==> config.mk <==
export PLATFORM = sky130hd
export DESIGN_NAME = alaw_compressor
export DESIGN_NICKNAME = d
export VERILOG_FILES = /design/src/logic/alaw_pkg.sv /design/src/logic/compress_state_pkg.sv /design/src/logic/sign_magnitude.sv /design/src/logic/segment_finder.sv /design/src/logic/mantissa_quantizer.sv /design/src/logic/code_packer.sv /design/src/logic/compress_control.sv /design/src/logic/alaw_compressor.sv
export SDC_FILE = /design/constraint.sdc
export NUM_CORES = 1
export LEC_CHECK = 0
export BUFFER_PORTS_ARGS = -buffer_cell sky130_fd_sc_hd__buf_2
export CAP_MARGIN = 20
export CORE_ASPECT_RATIO = 0.8
export CORE_MARGIN = 1
export CORE_UTILIZATION = 50
export CTS_CLUSTER_SIZE = 12
export DETAILED_ROUTE_END_ITERATION = 8
export PLACE_DENSITY = 0.68
export SLEW_MARGIN = 0
export SYNTH_ARGS = -nofsm -noshare
export SYNTH_HDL_FRONTEND = slang
export SYNTH_SLANG_ARGS = --single-unit
==> constraint.sdc <==
create_clock -name clk -period 8.39 [get_ports clk]
set_input_delay 0.839 -clock clk [delete_from_list [all_inputs] [get_ports clk]]
set_output_delay 0.839 -clock clk [all_outputs]
set_load 0.03 [all_outputs]
==> src/logic/alaw_pkg.sv <==
package alaw_pkg;

	// Input sample format
	parameter int sample_width = 24;

	// Segment search range
	parameter int segment_count = 19;

	// Segment 0 covers magnitudes below this value and segment k ends at segment_span << k.
	// The base of a segment is half its end.
	parameter int segment_span = 32;

	// Output code fields
	parameter int segment_bits = 7;
	parameter int mantissa_bits = 8;
	parameter int code_bits = mantissa_bits + segment_bits;

	typedef logic [segment_bits-1:0] segment_t;

	typedef logic [mantissa_bits-1:0] mantissa_t;

	// Mantissa in the upper bits, segment in the lower bits
	typedef logic [code_bits-1:0] code_t;

endpackage

==> src/logic/compress_state_pkg.sv <==
package compress_state_pkg;

	// One pass through these states per accepted sample
	typedef enum logic [2:0] {
		idle,
		fold_sign,
		find_segment,
		subtract_base,
		divide_step,
		emit
	} state_t;

endpackage

==> src/logic/sign_magnitude.sv <==
`timescale 1ns/1ns

module sign_magnitude #(
	parameter int sample_width = 24
) (
	input  logic                    clk,
	input  logic                    reset,
	input  logic                    load,
	input  logic                    fold,
	input  logic [sample_width-1:0] sample,
	output logic                    positive,
	output logic [sample_width-1:0] magnitude
);

	logic [sample_width-1:0] held_sample;

	// Sample is taken on the accepting edge
	always_ff @(posedge clk) begin
		if (load) begin
			held_sample <= sample;
		end
	end

	// Most negative input folds to 2^(sample_width-1) as an unsigned magnitude
	always_ff @(posedge clk) begin
		if (!reset) begin
			positive <= 1'b1;
			magnitude <= '0;
		end else if (fold) begin
			positive <= ~held_sample[sample_width-1];
			magnitude <= held_sample[sample_width-1] ? (~held_sample + 1'b1) : held_sample;
		end
	end

endmodule

==> src/logic/segment_finder.sv <==
`timescale 1ns/1ns

module segment_finder #(
	parameter int sample_width = 24,
	parameter int segment_count = 19
) (
	input  logic                    clk,
	input  logic                    reset,
	input  logic                    find,
	input  logic [sample_width-1:0] magnitude,
	output alaw_pkg::segment_t      segment
);

	alaw_pkg::segment_t next_segment;

	// Walk down from the top so the smallest matching segment wins
	always_comb begin
		logic [63:0] limit;
		next_segment = '0;
		for (int k = segment_count - 1; k >= 0; k--) begin
			limit = 64'(alaw_pkg::segment_span) << k;
			if (64'(magnitude) < limit) begin
				next_segment = alaw_pkg::segment_t'(k);
			end
		end
	end

	always_ff @(posedge clk) begin
		if (!reset) begin
			segment <= '0;
		end else if (find) begin
			segment <= next_segment;
		end
	end

endmodule

==> src/logic/mantissa_quantizer.sv <==
`timescale 1ns/1ns

module mantissa_quantizer #(
	parameter int sample_width = 24
) (
	input  logic                    clk,
	input  logic                    reset,
	input  logic                    subtract,
	input  logic                    divide,
	input  logic [sample_width-1:0] magnitude,
	input  alaw_pkg::segment_t      segment,
	output alaw_pkg::mantissa_t     mantissa
);

	localparam logic [sample_width-1:0] base_unit = sample_width'(alaw_pkg::segment_span / 2);

	logic [sample_width-1:0] base;
	logic [sample_width-1:0] offset;
	logic                    underflow;
	alaw_pkg::segment_t      step_shift;
	logic [sample_width-1:0] quotient;

	assign base = base_unit << segment;

	// Segment 0 shares the step of segment 1
	assign step_shift = (segment == '0) ? alaw_pkg::segment_t'(1) : segment;
	assign quotient = offset >> step_shift;

	always_ff @(posedge clk) begin
		if (!reset) begin
			offset <= '0;
			underflow <= 1'b0;
		end else if (subtract) begin
			offset <= magnitude - base;
			underflow <= (magnitude < base);
		end
	end

	// A quotient that does not fit the field codes as zero
	always_ff @(posedge clk) begin
		if (!reset) begin
			mantissa <= '0;
		end else if (divide) begin
			if (underflow || (|quotient[sample_width-1:alaw_pkg::mantissa_bits])) begin
				mantissa <= '0;
			end else begin
				mantissa <= quotient[alaw_pkg::mantissa_bits-1:0];
			end
		end
	end

endmodule

==> src/logic/code_packer.sv <==
`timescale 1ns/1ns

module code_packer (
	input  logic                clk,
	input  logic                reset,
	input  logic                emit,
	input  logic                positive,
	input  alaw_pkg::segment_t  segment,
	input  alaw_pkg::mantissa_t mantissa,
	output alaw_pkg::code_t     code
);

	alaw_pkg::code_t packed_code;
	alaw_pkg::code_t negated_code;

	assign packed_code = {mantissa, segment};
	assign negated_code = ~packed_code + 1'b1;

	// Code holds until the next emit
	always_ff @(posedge clk) begin
		if (!reset) begin
			code <= '0;
		end else if (emit) begin
			if (positive) begin
				code <= packed_code;
			end else begin
				code <= negated_code;
			end
		end
	end

endmodule

==> src/logic/compress_control.sv <==
`timescale 1ns/1ns

module compress_control (
	input  logic clk,
	input  logic reset,
	input  logic start,
	output logic load,
	output logic fold,
	output logic find,
	output logic subtract,
	output logic divide,
	output logic emit,
	output logic done
);

	compress_state_pkg::state_t state;
	compress_state_pkg::state_t next_state;

	// Start only counts in idle
	assign load = (state == compress_state_pkg::idle) && start;
	assign fold = (state == compress_state_pkg::fold_sign);
	assign find = (state == compress_state_pkg::find_segment);
	assign subtract = (state == compress_state_pkg::subtract_base);
	assign divide = (state == compress_state_pkg::divide_step);
	assign emit = (state == compress_state_pkg::emit);

	always_comb begin
		next_state = state;
		case (state)
			compress_state_pkg::idle: begin
				if (start) begin
					next_state = compress_state_pkg::fold_sign;
				end
			end
			compress_state_pkg::fold_sign: next_state = compress_state_pkg::find_segment;
			compress_state_pkg::find_segment: next_state = compress_state_pkg::subtract_base;
			compress_state_pkg::subtract_base: next_state = compress_state_pkg::divide_step;
			compress_state_pkg::divide_step: next_state = compress_state_pkg::emit;
			default: next_state = compress_state_pkg::idle;
		endcase
	end

	always_ff @(posedge clk) begin
		if (!reset) begin
			state <= compress_state_pkg::idle;
		end else begin
			state <= next_state;
		end
	end

	// Done rises as the code is registered and drops when a new sample is taken
	always_ff @(posedge clk) begin
		if (!reset) begin
			done <= 1'b0;
		end else if (load) begin
			done <= 1'b0;
		end else if (emit) begin
			done <= 1'b1;
		end
	end

endmodule

==> src/logic/alaw_compressor.sv <==
`timescale 1ns/1ns

module alaw_compressor (
	input  logic                              clk,
	input  logic                              reset,
	input  logic [alaw_pkg::sample_width-1:0] sample,
	input  logic                              start,
	output alaw_pkg::code_t                   code,
	output logic                              done
);

	logic load;
	logic fold;
	logic find;
	logic subtract;
	logic divide;
	logic emit;

	logic                              positive;
	logic [alaw_pkg::sample_width-1:0] magnitude;
	alaw_pkg::segment_t                segment;
	alaw_pkg::mantissa_t               mantissa;

	compress_control u_control (
		.clk      (clk),
		.reset    (reset),
		.start    (start),
		.load     (load),
		.fold     (fold),
		.find     (find),
		.subtract (subtract),
		.divide   (divide),
		.emit     (emit),
		.done     (done)
	);

	sign_magnitude #(
		.sample_width (alaw_pkg::sample_width)
	) u_sign_magnitude (
		.clk       (clk),
		.reset     (reset),
		.load      (load),
		.fold      (fold),
		.sample    (sample),
		.positive  (positive),
		.magnitude (magnitude)
	);

	segment_finder #(
		.sample_width  (alaw_pkg::sample_width),
		.segment_count (alaw_pkg::segment_count)
	) u_segment_finder (
		.clk       (clk),
		.reset     (reset),
		.find      (find),
		.magnitude (magnitude),
		.segment   (segment)
	);

	mantissa_quantizer #(
		.sample_width (alaw_pkg::sample_width)
	) u_mantissa_quantizer (
		.clk       (clk),
		.reset     (reset),
		.subtract  (subtract),
		.divide    (divide),
		.magnitude (magnitude),
		.segment   (segment),
		.mantissa  (mantissa)
	);

	code_packer u_code_packer (
		.clk      (clk),
		.reset    (reset),
		.emit     (emit),
		.positive (positive),
		.segment  (segment),
		.mantissa (mantissa),
		.code     (code)
	);

endmodule

Word level (Yosys, flattened, before mapping)

Index checks and enable logic that the tools add are counted.

Bits in writable memories: 0
Logic and storage cells: 76
Memory bits (read-only): 0
Latch bits: 0
Memories: 0
Input port bits: 27
Flip-flop bits (word level): 108

Reductions and logical operators: 6
Magnitude comparators: 20
Shift operators: 2
Multiplexer cells: 25
Bitwise logic cells: 4
Add/sub/neg operators: 3
Divide/modulo/power cells: 0
Multipliers: 0
Equal/unequal tests: 6

Operators by type and width:

| cell                                                 | number |
|---|---|
| 2-to-1 mux 5 bit                                     | 19 |
| adder 24 x 1 -> 24 bit, second input constant        | 1 |
| < comparator 24 x 10 -> 1 bit, second input constant | 1 |
| < comparator 24 x 11 -> 1 bit, second input constant | 1 |
| < comparator 24 x 12 -> 1 bit, second input constant | 1 |
| < comparator 24 x 13 -> 1 bit, second input constant | 1 |
| < comparator 24 x 14 -> 1 bit, second input constant | 1 |
| < comparator 24 x 15 -> 1 bit, second input constant | 1 |
| < comparator 24 x 16 -> 1 bit, second input constant | 1 |
| < comparator 24 x 17 -> 1 bit, second input constant | 1 |
| < comparator 24 x 18 -> 1 bit, second input constant | 1 |
| < comparator 24 x 19 -> 1 bit, second input constant | 1 |
| < comparator 24 x 20 -> 1 bit, second input constant | 1 |
| < comparator 24 x 21 -> 1 bit, second input constant | 1 |
| < comparator 24 x 22 -> 1 bit, second input constant | 1 |
| < comparator 24 x 23 -> 1 bit, second input constant | 1 |
| < comparator 24 bit                                  | 1 |
| < comparator 24 bit, second input constant           | 1 |
| < comparator 24 x 6 -> 1 bit, second input constant  | 1 |
| < comparator 24 x 7 -> 1 bit, second input constant  | 1 |
| < comparator 24 x 8 -> 1 bit, second input constant  | 1 |
| < comparator 24 x 9 -> 1 bit, second input constant  | 1 |
| 2-to-1 mux 24 bit                                    | 1 |
| inverter 24 bit                                      | 1 |
| other kinds (21)                                     | 24 |

Depth between registers and ports, before layout

Depth after elaboration: 20
Depth in mapped cells: 16

Cells and area by module

From an unflattened synthesis, not the netlist that was laid out.

Cell total of the unflattened synthesis: 939
Area total of the unflattened synthesis: 8017.7 sq um

Modules (own cells, without submodules):

| module             | instances | cells each | area each (sq um) |
|---|---|---|---|
| mantissa_quantizer | 1         | 539        | 4164.0 |
| sign_magnitude     | 1         | 214        | 2326.0 |
| code_packer        | 1         | 107        | 873.3 |
| segment_finder     | 1         | 53         | 429.2 |
| compress_control   | 1         | 26         | 225.2 |

Worst setup path before layout

Ideal clock, no wire load.

Path kind: in2reg
Start: in start
End: reg u_sign_magnitude.held_sample[0] (enable)
Slack: 4.483 ns
Arrival time: 3.429 ns
Cell stages on the path: 1
Path buffers: 0
Cell sequence: nor4b_1

Longest elaborated chain between the ends: 1

RTL lines:

| element              | line                   | RTL |
|---|---|---|
| start, declared      | alaw_compressor.sv:7   | `input logic start,` |
| logical AND 1 bit    | compress_control.sv:20 | `assign load = (state == compress_state_pkg::idle) && start;` |
| end signal, assigned | sign_magnitude.sv:20   | `held_sample <= sample;` |
| end, declared        | sign_magnitude.sv:15   | `logic [sample_width-1:0] held_sample;` |

No other way between the ends.
A chain may end at the register's enable or synchronous reset.

Worst setup path in the final report

Start: reg u_segment_finder.segment[0]
End: reg u_mantissa_quantizer.mantissa[2]

Longest elaborated chain between the ends: 6

RTL lines:

| element                        | line                     | RTL |
|---|---|---|
| start, declared                | segment_finder.sv:11     | `output alaw_pkg::segment_t segment` |
| start signal, assigned         | segment_finder.sv:32     | `segment <= next_segment;` |
| zero test 7 bit                | mantissa_quantizer.sv:26 | `assign step_shift = (segment == '0) ? alaw_pkg::segment_t'(1) : segment;` |
| 2-to-1 mux 7 bit *             | mantissa_quantizer.sv:26 |  |
| right shift 24 x 7 -> 24 bit * | mantissa_quantizer.sv:27 | `assign quotient = offset >> step_shift;` |
| OR reduction 16 bit            | mantissa_quantizer.sv:44 | `if (underflow \|\| (\|quotient[sample_width-1:alaw_pkg::mantissa_bits])) begin` |
| logical OR 1 bit               | mantissa_quantizer.sv:44 |  |
| 2-to-1 mux 8 bit *             | mantissa_quantizer.sv:44 |  |
| end signal, assigned           | mantissa_quantizer.sv:47 | `mantissa <= quotient[alaw_pkg::mantissa_bits-1:0];` |
| end, declared                  | mantissa_quantizer.sv:12 | `output alaw_pkg::mantissa_t mantissa` |

Mark *: on every way between the ends. The rest lies on a longest branch, timed or not.

==> flow_metrics.py <==
metrics = {
    "timing": {
        "tightestPinTransition_ns": 0.892,
        "slew_violations": 0,
        "hold_violations": 0,
        "fin_skew_ns": 0.0104,
        "fin_crit_ns": 4.70,
        "tns_ns": 0,
        "slew-limit-headroom_pct": 40.5,
        "rsz0062_at_grt": "no",
        "post-route-period-util_pct": 56.1,
        "fmax_mhz": 213,
        "setup_viol": 0,
        "worst_slack_ns": 3.69,
    },
    "global_routing": {
        "grtUsageMet1_pct": 38.5,
        "grt_usage_pct": 27.9,
        "antenna_found_initial": 0,
        "grt_pass1_vias": 5715,
        "grt_max_degree": 66,
        "grtUsageMet2_pct": 42.7,
        "busiest_layer": "met2",
        "grt_first_pass_wirelength_mm": 30.3,
        "grt-ovfl-total": 0,
        "grtUsageMet3_pct": 6.11,
    },
    "power_and_ir_drop": {
        "ir_worst_vdd_mv": 0.152,
        "p_int_mw": 0.981,
        "powerDensity_mw_per_mm2": 215,
        "p_clk_share_pct": 26.8,
        "cellLeakagePower_nw": 2.57,
        "p_sw_mw": 0.588,
        "power_frac_comb_pct": 33.6,
        "pwr-share-seq_pct": 39.6,
        "swShare_pct": 37.5,
    },
    "worst_setup_path": {
        "worstPathRequired_ns": 8.67,
        "critPathMaxStageDelay_ns": 0.76,
        "slowest_stage": "or2_1",
        "critPathKind": "reg2reg",
        "worstPathCellList": "inv_1 > ha_1 > nor3b_1 > ha_1 > or2_1 > mux4_2 > a21oi_1 > or4b_4 > o31ai_4 > a21oi_2 > o21ai_1",
        "endpoint_kind": "register",
        "cpMostUsedCell": "ha_1",
        "path_buf_inv": 1,
        "worst_ep_arrival_time_ns": 4.99,
        "crit_path_max_fanout": 22,
        "startpoint_type": "register",
        "crit_family": "simple AND/OR/NAND/NOR gates",
    },
    "logic_synthesis": {
        "ys_types": 69,
        "synth_edf_count": 24,
        "yosysWarnings": 0,
        "ys_async_sr_fraction_pct": 0,
        "synth_flop_cell": "dfxtp_1",
        "synthesis.area_mm2": 0.00670,
        "ys_seq_area_share_pct": 35.3,
        "synth_cells": 801,
        "syn_nets": 856,
        "syn-mean-instance-area_um2": 8.36,
        "synth-seq-cells": 106,
    },
    "die": {
        "num_rows": 37,
        "pin_count": 43,
        "die_y_um": 106,
        "start_util_pct": 51.7,
        "die_area_mm2": 0.0139,
        "core-area_mm2": 0.0130,
        "die_x_um": 131,
    },
    "final_layout": {
        "seqCellArea_mm2": 0.00236,
        "diodes": 0,
        "num-fill-cells": 1208,
        "final_nets": 869,
        "multi_input_area_mm2": 0.00408,
        "fin_area_mm2": 0.00730,
        "area_growth_pct": 8.95,
        "mostFrequentLayoutCell": "nand2_1",
        "fin_util_pct": 56.3,
        "drive_gt1_share_pct": 10.5,
        "final_cell_mix": "100 x nand2_1, 82 x dfxtp_1, 81 x nor2_1",
    },
    "placed_design": {
        "post-place-ws_ns": 3.78,
        "post-dp-hpwl_mm": 14.1,
        "place.gp.congestion": 0.951,
        "postPlaceCellArea_mm2": 0.00700,
        "io_buffer_count": 42,
    },
    "clocking": {
        "cts_sinks": 106,
        "cts_resized": 0,
        "cts_buffer_depth": 2,
        "cts-root-buf": "clkbuf_16",
        "clkLatencyLatePin_ns": 0.36,
        "cts_tree": "done",
        "numCtsBuffers": 9,
        "htree_levels": 3,
        "clk_pin_slew_worst_paths_ns": 0.08,
        "ctsHoldBuffers": 0,
        "cts_setup_buffers": 0,
    },
    "status": {
        "status": "complete, no violations",
    },
    "route": {
        "drt_pass1_iterations": 4,
        "dr.first_iter.drc_count": 454,
        "vias_per_cell": 6.17,
        "ant_nets": 0,
        "drc": 0,
        "wirelength_mm": 19.1,
        "wl_per_cell_um": 19.2,
        "via_count": 6129,
    },
    "min_path": {
        "hold_class": "reg2reg",
    },
    "job": {
        "max-cap-violations": 0,
    },
}
[power by group through the flow]
stage	clock network, mW	registers (mW)	logic [mW]
global route	0.446	0.627	0.581
detailed placement	0	0.631	0.514
floorplan	0	0.601	0.420
global placement	0	0.629	0.511
finish	0.420	0.622	0.528
CTS	0.428	0.619	0.520
[Yosys cell counts, drive strengths merged, types with 6 or more instances]
master | n | share of area, %
nand2 | 100 | 5.6
o211ai | 8 | 0.90
nand3 | 22 | 1.6
and2 | 7 | 0.65
o21ai | 42 | 3.1
nor4b | 6 | 0.78
or3 | 10 | 0.93
nand3b | 7 | 0.78
buf | 10 | 0.86
a21oi | 58 | 4.4
edfxtp | 24 | 11
a31oi | 12 | 1.1
o31ai | 11 | 1.4
nor2b | 14 | 1.3
clkbuf | 39 | 2.2
mux2i | 33 | 4.9
nor4 | 11 | 1.0
nor2 | 81 | 4.5
inv | 15 | 0.84
mux4 | 7 | 2.4
ha | 28 | 5.2
dfxtp | 82 | 25
a211oi | 37 | 4.1
xor2 | 23 | 3.0
nand2b | 6 | 0.56
xnor2 | 17 | 2.2
nor3 | 22 | 1.6
[through the flow]
step                      power, mW  hold slack, ns  cells
after floorplan                1.02           0.432    801
after global placement         1.14           0.443    978
after detailed placement       1.14           0.451    978
after CTS                      1.57           0.461    994
after global routing           1.65           0.486    994
final                          1.57           0.457    994
[per-layer routing]
metal	vias to the layer above	wire [um]
met5	-	0
met4	0	465
met3	31	1200
met2	249	8280
met1	2877	9120
li1	2972	-
[registers in the layout, summed over array words and instances, names as in the netlist]
signal / count
u_code_packer.code: 15
u_control.state: 3
u_segment_finder.segment: 5
u_sign_magnitude.magnitude: 24
u_mantissa_quantizer.offset: 24
u_control.done: 1
u_mantissa_quantizer.mantissa: 8
u_mantissa_quantizer.underflow: 1
u_sign_magnitude.positive: 1
u_sign_magnitude.held_sample: 24
[worst reg2reg max path, cell delays in order (launching register included)]
cell,delay (ns)
dfxtp_1,0.58
inv_1,0.27
ha_1,0.23
nor3b_1,0.26
ha_1,0.73
or2_1,0.77
mux4_2,0.62
a21oi_1,0.14
or4b_4,0.49
o31ai_4,0.22
a21oi_2,0.15
o21ai_1,0.16
[cell type report]
class                           count  share of cell area [%]
Timing Repair Buffer               51                    3.81
Inverter                           15                   0.772
Multi-Input combinational cell    631                    55.9
Tap cell                          175                    3.00
Sequential cell                   106                    32.4
Clock inverter                      7                    1.01
Clock buffer                        9                    3.09
[cell families after synthesis]
group,after synthesis,share of synthesized area [%]
fa+ha+maj,28,5.23
compound gates,209,20.2
xor+xnor,40,5.23
flops,106,35.3
mux,42,7.62
buf+inv,64,3.90
simple gates,312,22.5
[final timing paths]
| kind | from | endpoint | slack (ns) | depth (start not counted) |
|---|---|---|---|---|
| setup / recovery | u_segment_finder.segment[0]$_SDFFE_PN0P_ | u_mantissa_quantizer.mantissa[2]$_SDFFE_PN0N_ | 3.69 | 11 |
| hold / removal | u_sign_magnitude.magnitude[2]$_SDFFE_PN0P_ | u_mantissa_quantizer.offset[2]$_SDFFE_PN0N_ | 0.46 | 2 |
| setup reg to reg | u_segment_finder.segment[0]$_SDFFE_PN0P_ | u_mantissa_quantizer.mantissa[2]$_SDFFE_PN0N_ | 3.69 | 11 |
| hold reg to reg | u_sign_magnitude.magnitude[2]$_SDFFE_PN0P_ | u_mantissa_quantizer.offset[2]$_SDFFE_PN0N_ | 0.46 | 2 |
(Power assumes the default switching activity.)
